$ cat src/logic/dist_pkg.sv
package dist_pkg;

    // ------------------------------
    // sizes
    // ------------------------------
    localparam int data_bw = 8;

    // upstream stream addresses
    localparam int act_addr_bw = 13;
    localparam int wgt_addr_bw = 9;

    // address inside one row memory
    localparam int row_addr_bw = 7;

    localparam int num_act_rows = 96;
    localparam int num_wgt_rows = 3;

    // input channel passes per load
    localparam int num_ic_pass = 3;

    // ------------------------------
    // types
    // ------------------------------
    typedef enum logic [1:0] {
        idle    = 2'd0,
        load    = 2'd1,
        done_st = 2'd2
    } load_state_t;

    // layer setup, sampled at start
    typedef struct packed {
        logic [7:0] oc;
        logic [5:0] img_h;
        logic [5:0] img_w;
        logic [2:0] k;
        logic [2:0] stride;
    } layer_cfg_t;

    // derived sizes for one load
    typedef struct packed {
        logic [row_addr_bw-1:0] in_w;
        logic [act_addr_bw-1:0] act_total;
        logic [wgt_addr_bw-1:0] wgt_total;
        logic [2:0]             k;
    } layer_geom_t;

    // one element of a flat stream
    typedef struct packed {
        logic signed [data_bw-1:0] data;
        logic [act_addr_bw-1:0]    addr;
    } act_beat_t;

    typedef struct packed {
        logic signed [data_bw-1:0] data;
        logic [wgt_addr_bw-1:0]    addr;
    } wgt_beat_t;

    // row memory write port
    typedef struct packed {
        logic signed [data_bw-1:0] data;
        logic [row_addr_bw-1:0]    addr;
        logic [num_act_rows-1:0]   strobe;
    } act_wr_t;

    typedef struct packed {
        logic signed [data_bw-1:0] data;
        logic [row_addr_bw-1:0]    addr;
        logic [num_wgt_rows-1:0]   strobe;
    } wgt_wr_t;

endpackage
$ cat src/logic/row_mem_distributor.sv
module row_mem_distributor #(
    parameter int NUM_ACT_ROWS = dist_pkg::num_act_rows,
    parameter int NUM_WGT_ROWS = dist_pkg::num_wgt_rows
) (
    input  logic                 clk,
    input  logic                 resetn,
    input  logic                 start,
    input  dist_pkg::layer_cfg_t cfg,
    input  dist_pkg::act_beat_t  act_in,
    input  dist_pkg::wgt_beat_t  wgt_in,
    output logic                 done,
    output dist_pkg::act_wr_t    act_wr,
    output dist_pkg::wgt_wr_t    wgt_wr
);

    import dist_pkg::*;

    logic        loading;
    layer_geom_t geom;
    logic        act_passes_done;
    logic        wgt_done;

    // ------------------------------
    // config and load sequencing
    // ------------------------------
    load_ctrl load_ctrl_i (
        .clk             (clk),
        .resetn          (resetn),
        .start           (start),
        .cfg             (cfg),
        .act_passes_done (act_passes_done),
        .wgt_done        (wgt_done),
        .loading         (loading),
        .geom            (geom),
        .done            (done)
    );

    // ------------------------------
    // stream routers
    // ------------------------------
    act_row_router #(
        .NUM_ACT_ROWS (NUM_ACT_ROWS)
    ) act_row_router_i (
        .clk             (clk),
        .resetn          (resetn),
        .loading         (loading),
        .geom            (geom),
        .act_in          (act_in),
        .act_wr          (act_wr),
        .act_passes_done (act_passes_done)
    );

    weight_row_router #(
        .NUM_WGT_ROWS (NUM_WGT_ROWS)
    ) weight_row_router_i (
        .clk      (clk),
        .resetn   (resetn),
        .loading  (loading),
        .geom     (geom),
        .wgt_in   (wgt_in),
        .wgt_wr   (wgt_wr),
        .wgt_done (wgt_done)
    );

endmodule

$ cat src/logic/weight_row_router.sv
module weight_row_router #(
    parameter int NUM_WGT_ROWS = dist_pkg::num_wgt_rows
) (
    input  logic                  clk,
    input  logic                  resetn,
    input  logic                  loading,
    input  dist_pkg::layer_geom_t geom,
    input  dist_pkg::wgt_beat_t   wgt_in,
    output dist_pkg::wgt_wr_t     wgt_wr,
    output logic                  wgt_done
);

    import dist_pkg::*;

    localparam int krow_bw = $clog2(NUM_WGT_ROWS);

    wgt_beat_t                 beat_q;

    // kernel row and output channel of the current beat
    logic [krow_bw-1:0]        krow;
    logic [row_addr_bw-1:0]    oc_cnt;

    logic [2:0]                col;
    logic                      present;
    logic                      col_end;
    logic                      kernel_end;
    logic [row_addr_bw-1:0]    wr_addr;

    logic signed [data_bw-1:0] data_q;
    logic [row_addr_bw-1:0]    addr_q;
    logic [NUM_WGT_ROWS-1:0]   strobe_q;

    // ------------------------------
    // input register
    // ------------------------------
    always_ff @(posedge clk or negedge resetn) begin
        if (!resetn) begin
            beat_q <= '0;
        end else begin
            beat_q <= wgt_in;
        end
    end

    always_comb begin
        col        = 3'(beat_q.addr % wgt_addr_bw'(geom.k));
        present    = beat_q.addr < geom.wgt_total;
        col_end    = present && (col == geom.k - 3'd1);
        // last element of a k*k block
        kernel_end = col_end && (krow == krow_bw'(geom.k - 3'd1));
        // each channel takes k slots in every row
        wr_addr    = row_addr_bw'(col) + oc_cnt * row_addr_bw'(geom.k);
    end

    // ------------------------------
    // counters and write register
    // ------------------------------
    always_ff @(posedge clk or negedge resetn) begin
        if (!resetn) begin
            krow     <= '0;
            oc_cnt   <= '0;
            data_q   <= '0;
            addr_q   <= '0;
            strobe_q <= '0;
        end else if (!loading) begin
            krow     <= '0;
            oc_cnt   <= '0;
            data_q   <= '0;
            addr_q   <= '0;
            strobe_q <= '0;
        end else begin
            data_q   <= beat_q.data;
            addr_q   <= wr_addr;
            strobe_q <= '0;
            if (present) begin
                strobe_q[krow] <= 1'b1;
            end

            if (col_end) begin
                if (kernel_end) begin
                    krow   <= '0;
                    oc_cnt <= oc_cnt + 1'b1;
                end else begin
                    krow <= krow + 1'b1;
                end
            end
        end
    end

    assign wgt_done = beat_q.addr >= geom.wgt_total;

    always_comb begin
        wgt_wr.data   = data_q;
        wgt_wr.addr   = addr_q;
        wgt_wr.strobe = num_wgt_rows'(strobe_q);
    end

endmodule

$ cat src/logic/act_row_router.sv
module act_row_router #(
    parameter int NUM_ACT_ROWS = dist_pkg::num_act_rows
) (
    input  logic                  clk,
    input  logic                  resetn,
    input  logic                  loading,
    input  dist_pkg::layer_geom_t geom,
    input  dist_pkg::act_beat_t   act_in,
    output dist_pkg::act_wr_t     act_wr,
    output logic                  act_passes_done
);

    import dist_pkg::*;

    localparam int row_cnt_bw  = $clog2(NUM_ACT_ROWS);
    localparam int pass_cnt_bw = $clog2(num_ic_pass + 1);

    act_beat_t                 beat_q;

    // row memory that takes the current beat
    logic [row_cnt_bw-1:0]     row_cnt;
    logic [pass_cnt_bw-1:0]    pass_cnt;

    logic [row_addr_bw-1:0]    col;
    logic                      present;
    logic                      row_end;
    logic                      pass_end;
    logic                      all_passes;

    logic signed [data_bw-1:0] data_q;
    logic [row_addr_bw-1:0]    addr_q;
    logic [NUM_ACT_ROWS-1:0]   strobe_q;

    // ------------------------------
    // input register
    // ------------------------------
    always_ff @(posedge clk or negedge resetn) begin
        if (!resetn) begin
            beat_q <= '0;
        end else begin
            beat_q <= act_in;
        end
    end

    // position of the registered beat
    always_comb begin
        col      = row_addr_bw'(beat_q.addr % act_addr_bw'(geom.in_w));
        present  = beat_q.addr < geom.act_total;
        row_end  = present && (col == geom.in_w - 1'b1);
        pass_end = present && (beat_q.addr == geom.act_total - 1'b1);
    end

    assign all_passes = (pass_cnt == pass_cnt_bw'(num_ic_pass));

    // ------------------------------
    // counters and write register
    // ------------------------------
    always_ff @(posedge clk or negedge resetn) begin
        if (!resetn) begin
            row_cnt  <= '0;
            pass_cnt <= '0;
            data_q   <= '0;
            addr_q   <= '0;
            strobe_q <= '0;
        end else if (!loading) begin
            row_cnt  <= '0;
            pass_cnt <= '0;
            data_q   <= '0;
            addr_q   <= '0;
            strobe_q <= '0;
        end else begin
            data_q   <= beat_q.data;
            addr_q   <= col;
            strobe_q <= '0;
            if (present) begin
                strobe_q[row_cnt] <= 1'b1;
            end

            // rows keep counting across passes
            if (row_end) begin
                row_cnt <= row_cnt + 1'b1;
            end

            if (pass_end && !all_passes) begin
                pass_cnt <= pass_cnt + 1'b1;
            end
        end
    end

    // last pass ended and stream now idles at its total
    assign act_passes_done = all_passes && (beat_q.addr >= geom.act_total);

    always_comb begin
        act_wr.data   = data_q;
        act_wr.addr   = addr_q;
        act_wr.strobe = num_act_rows'(strobe_q);
    end

endmodule

$ cat src/logic/load_ctrl.sv
module load_ctrl (
    input  logic                  clk,
    input  logic                  resetn,
    input  logic                  start,
    input  dist_pkg::layer_cfg_t  cfg,
    input  logic                  act_passes_done,
    input  logic                  wgt_done,
    output logic                  loading,
    output dist_pkg::layer_geom_t geom,
    output logic                  done
);

    import dist_pkg::*;

    // holds (63 - 1) * 7 + 7 without overflow
    localparam int side_bw = 10;

    load_state_t        state;
    load_state_t        state_nxt;
    layer_geom_t        geom_nxt;
    logic [side_bw-1:0] in_h;
    logic [side_bw-1:0] in_w;
    logic               take_cfg;

    // ------------------------------
    // geometry from the raw config
    // ------------------------------
    always_comb begin
        // padded input image size
        in_h = (side_bw'(cfg.img_h) - 1'b1) * side_bw'(cfg.stride) + side_bw'(cfg.k);
        in_w = (side_bw'(cfg.img_w) - 1'b1) * side_bw'(cfg.stride) + side_bw'(cfg.k);

        geom_nxt.in_w      = row_addr_bw'(in_w);
        geom_nxt.act_total = act_addr_bw'(in_h) * act_addr_bw'(in_w);
        geom_nxt.wgt_total = wgt_addr_bw'(cfg.k) * wgt_addr_bw'(cfg.k)
                           * wgt_addr_bw'(cfg.oc);
        geom_nxt.k         = cfg.k;
    end

    // config is only looked at on the start edge
    assign take_cfg = (state == idle) && start;

    always_ff @(posedge clk or negedge resetn) begin
        if (!resetn) begin
            geom <= '0;
        end else if (take_cfg) begin
            geom <= geom_nxt;
        end
    end

    // ------------------------------
    // load FSM
    // ------------------------------
    always_comb begin
        state_nxt = state;
        case (state)
            idle: begin
                if (start) begin
                    state_nxt = load;
                end
            end
            load: begin
                // both streams drained
                if (act_passes_done && wgt_done) begin
                    state_nxt = done_st;
                end
            end
            done_st: begin
                state_nxt = idle;
            end
            default: begin
                state_nxt = idle;
            end
        endcase
    end

    always_ff @(posedge clk or negedge resetn) begin
        if (!resetn) begin
            state <= idle;
        end else begin
            state <= state_nxt;
        end
    end

    assign loading = (state == load);

    // single cycle, done_st always falls back to idle
    assign done = (state == done_st);

endmodule

$ cat config.mk
export PLATFORM = sky130hd
export DESIGN_NAME = row_mem_distributor
export DESIGN_NICKNAME = d
export VERILOG_FILES = /design/src/logic/dist_pkg.sv /design/src/logic/row_mem_distributor.sv /design/src/logic/weight_row_router.sv /design/src/logic/act_row_router.sv /design/src/logic/load_ctrl.sv
export SDC_FILE = /design/constraint.sdc
export NUM_CORES = 1
export LEC_CHECK = 0
export BUFFER_PORTS_ARGS = -buffer_cell sky130_fd_sc_hd__buf_4
export CORE_UTILIZATION = 45
export CTS_CLUSTER_SIZE = 24
export DETAILED_ROUTE_END_ITERATION = 6
export PLACE_DENSITY_LB_ADDON = 0.05
export SYNTH_ARGS = -nofsm -noshare
export SYNTH_HDL_FRONTEND = slang
export SYNTH_SLANG_ARGS = --single-unit
$ cat constraint.sdc
create_clock -name clk -period 50.8 [get_ports clk]
set_clock_uncertainty 0.15 [all_clocks]
set_input_delay 10.16 -clock clk [delete_from_list [all_inputs] [get_ports clk]]
set_output_delay 10.16 -clock clk [all_outputs]
set_load 0.03 [all_outputs]
==> load_flow_metrics.sql <==
INSERT INTO impl_metrics (metric_group, metric, value, unit) VALUES
('synthesis', 'synthDominantAreaCellType', 'sky130_fd_sc_hd__dfrtp_1', ''),
('grt', 'first_global_vias', '15079', ''),
('synthesis', 'synth_cell_types', '93', ''),
('synthesis', 'largest_cells_by_area_after_synthesis', 'sky130_fd_sc_hd__dfrtp_1 (29%), sky130_fd_sc_hd__ha_1 (14%), sky130_fd_sc_hd__fa_1 (8.4%)', ''),
('status', 'outcome', 'complete, no violations', ''),
('floorplan', 'io-pin-count', '197', ''),
('routing', 'final_wirelength', '48900', 'um'),
('routing', 'routed_via_density', '5.37', ''),
('grt', 'global_route.overflow_total', '0', ''),
('worst_setup_path', 'end_of_the_critical_path', 'act_row_router_i.row_cnt[0]$_DFFE_PN0P_', ''),
('synthesis', 'synth.avg_cell_area', '9.14', 'um^2'),
('clock_tree', 'cts_hold_buffers', '0', ''),
('grt', 'grt_pass1_wl', '80400', 'um'),
('finish', 'layout.filler_cells', '3866', ''),
('floorplan', 'die-area', '43200', 'um^2'),
('worst_setup_path', 'timing.critical_path.buf_inv', '1', ''),
('timing', 'post-route-period-util', '50.8', '%'),
('synthesis', 'ys.flop_type', 'sky130_fd_sc_hd__dfrtp_1', ''),
('routing', 'drt.antenna.violating_nets', '0', ''),
('synthesis', 'synth_warn', '0', ''),
('finish', 'diodes', '0', ''),
('finish', 'core_utilization_of_the_finished_layout', '52.3', '%'),
('clock_tree', 'clockBufferDepth', '3', ''),
('timing', 'fin_ws', '25010', 'ps'),
('worst_setup_path', 'critical_path.max_fanout', '15', ''),
('grt', 'grt.met1_usage', '31.0', '%'),
('floorplan', 'fp.coreArea', '41900', 'um^2'),
('timing', 'fmaxAchievable', '38.8', 'MHz'),
('worst_setup_path', 'critical_path.top_delay_family', 'compound AO/OA/AOI/OAI gates', ''),
('synthesis', 'ys_ff_latch', '219', ''),
('routing', 'drt_drc_violations_left', '0', ''),
('timing', 'slew-limit-headroom', '29.8', '%'),
('timing', 'fin_setup_tns', '0', 'ps'),
('clock_tree', 'cts_buffers', '26', ''),
('worst_setup_path', 'r2r-end', 'act_row_router_i.row_cnt[0]$_DFFE_PN0P_', ''),
('worst_setup_path', 'ff2ff_path_depth', '97', ''),
('worst_setup_path', 'path_class', 'flip-flop to flip-flop', ''),
('flow_run', 'max_cap_violations', '0', ''),
('timing', 'final_max_slew_viol_count', '0', ''),
('placement', 'post-dp-hpwl', '37800', 'um'),
('grt', 'groute.layer.met2.usage', '40.0', '%'),
('worst_hold_path', 'holdCritPathClass', 'flip-flop to flip-flop', ''),
('finish', 'area.growth.synth_to_final', '14.9', '%'),
('timing', 'finalHoldViolCount', '0', ''),
('synthesis', 'ys_seq_area_share', '28.8', '%'),
('floorplan', 'dieHeight', '208', 'um'),
('placement', 'placement.setup.worst_slack', '25260', 'ps'),
('timing', 'final-setup-viol-count', '0', ''),
('finish', 'layout.cells.non_filler', '2811', ''),
('placement', 'gp_congestion', '0.871', ''),
('routing', 'avg_wl_per_cell', '17.4', 'um'),
('floorplan', 'row_count', '75', ''),
('worst_setup_path', 'critPathRequiredTime', '51120', 'ps'),
('clock_tree', 'cts.reportedPaths.clkPinSlew', '70', 'ps'),
('grt', 'grt.total_usage', '23.1', '%'),
('worst_setup_path', 'critical_path.reg2reg.startpoint', 'load_ctrl_i.geom[25]$_DFFE_PN0P_', ''),
('grt', 'globalRoute.busiestLayer', 'met2', ''),
('worst_setup_path', 'cpMaxStageDelayCell', 'sky130_fd_sc_hd__or4b_2', ''),
('clock_tree', 'clock_tree_from_tritoncts', 'yes', ''),
('floorplan', 'die_width', '208', 'um'),
('clock_tree', 'number_of_h_tree_levels', '1', ''),
('worst_setup_path', 'worst-r2r-setup-slack', '25010', 'ps'),
('finish', 'multi_input_area', '12600', 'um^2'),
('worst_setup_path', 'launching_element_type_of_the_critical_path', 'flip-flop', ''),
('floorplan', 'initial_utilization', '45.5', '%'),
('clock_tree', 'ctsRootBufferMaster', 'sky130_fd_sc_hd__clkbuf_16', ''),
('synthesis', 'area_share_of_the_largest_cell_type_after_synthesis', '28.8', '%'),
('routing', 'routed-via-count', '15108', ''),
('timing', 'final_period_minus_worst_setup_slack', '25790', 'ps'),
('synthesis', 'synth_edf_count', '0', ''),
('placement', 'placed_cells_incl_taps', '2764', '');
==> registers in the layout (all words and copies together) (netlist names) <==
| signal | cells |
|---|---|
| load_ctrl_i.geom | 32 |
| act_row_router_i.beat_q | 21 |
| act_row_router_i.data_q | 8 |
| weight_row_router_i.addr_q | 7 |
| weight_row_router_i.beat_q | 17 |
| weight_row_router_i.strobe_q | 3 |
| load_ctrl_i.state | 2 |
| weight_row_router_i.data_q | 8 |
| act_row_router_i.addr_q | 7 |
| act_row_router_i.pass_cnt | 2 |
| act_row_router_i.strobe_q | 96 |
| weight_row_router_i.oc_cnt | 7 |
| act_row_router_i.row_cnt | 7 |
| weight_row_router_i.krow | 2 |
==> kinds of logic after synthesis <==
logic type | Yosys count | synth area share, %
simple gates | 722 | 19.1
compound gates | 386 | 14.1
fa+ha+maj | 301 | 22.9
buf+inv | 248 | 4.93
flops | 219 | 28.8
xor+xnor | 143 | 6.57
mux | 65 | 3.72
==> synth_stat cells (14+ instances only) <==
library cell	number
sky130_fd_sc_hd__a21o_1	33
sky130_fd_sc_hd__ha_1	220
sky130_fd_sc_hd__xor2_1	44
sky130_fd_sc_hd__nor3_1	43
sky130_fd_sc_hd__mux2_2	38
sky130_fd_sc_hd__a21oi_1	102
sky130_fd_sc_hd__xnor2_1	99
sky130_fd_sc_hd__dfrtp_1	219
sky130_fd_sc_hd__o21ai_0	69
sky130_fd_sc_hd__o211ai_1	18
sky130_fd_sc_hd__nand3_1	32
sky130_fd_sc_hd__and2_1	92
sky130_fd_sc_hd__nand2_1	188
sky130_fd_sc_hd__nand4_1	17
sky130_fd_sc_hd__o21bai_1	19
sky130_fd_sc_hd__nor2b_1	36
sky130_fd_sc_hd__and3_1	14
sky130_fd_sc_hd__nand2b_1	36
sky130_fd_sc_hd__nor2_1	191
sky130_fd_sc_hd__clkbuf_1	51
sky130_fd_sc_hd__inv_1	188
sky130_fd_sc_hd__or3_1	15
sky130_fd_sc_hd__mux2i_1	25
sky130_fd_sc_hd__fa_1	80
sky130_fd_sc_hd__o21a_1	35
==> routing by layer <==
metal | vias to the layer above | routed length [um]
met4 | 2 | 940
met5 | - | 13
met2 | 287 | 23500
met1 | 7283 | 22600
li1 | 7476 | -
met3 | 60 | 1850
==> worst min path at each step <==
| stage | to | depth (start not counted) | startpoint | slack, ps |
|---|---|---|---|---|
| after floorplan | act_row_router_i.data_q[0]$_DFF_PN0_ | 1 | act_row_router_i.beat_q[13]$_DFF_PN0_ | 280 |
| after global placement | act_row_router_i.data_q[5]$_DFF_PN0_ | 1 | act_row_router_i.beat_q[18]$_DFF_PN0_ | 280 |
| after detailed placement | weight_row_router_i.data_q[5]$_DFF_PN0_ | 1 | weight_row_router_i.beat_q[14]$_DFF_PN0_ | 280 |
| after CTS | weight_row_router_i.data_q[6]$_DFF_PN0_ | 1 | weight_row_router_i.beat_q[15]$_DFF_PN0_ | 300 |
| after global routing | weight_row_router_i.data_q[1]$_DFF_PN0_ | 1 | weight_row_router_i.beat_q[10]$_DFF_PN0_ | 310 |
| final | weight_row_router_i.data_q[6]$_DFF_PN0_ | 1 | weight_row_router_i.beat_q[15]$_DFF_PN0_ | 290 |
==> stage by stage <==
step | instance area, um^2 | hold WS [ps]
2_1_floorplan | 19100 | 278
3_3_place_gp | 21000 | 280
3_5_place_dp | 21000 | 282
4_1_cts | 21900 | 296
5_1_grt | 21900 | 309
6_report | 21900 | 286
==> final cells by class <==
| class | instances | share of cell area [%] |
|---|---|---|
| Tap cell | 539 | 3.08 |
| Clock buffer | 31 | 3.15 |
| Clock inverter | 16 | 0.823 |
| Multi-Input combinational cell | 1617 | 57.8 |
| Sequential cell | 219 | 25.0 |
| Inverter | 188 | 3.22 |
| Timing Repair Buffer | 201 | 6.93 |
Power is not shown: default switching activity piles up to over one toggle a cycle in this logic, so the estimate is an artifact.
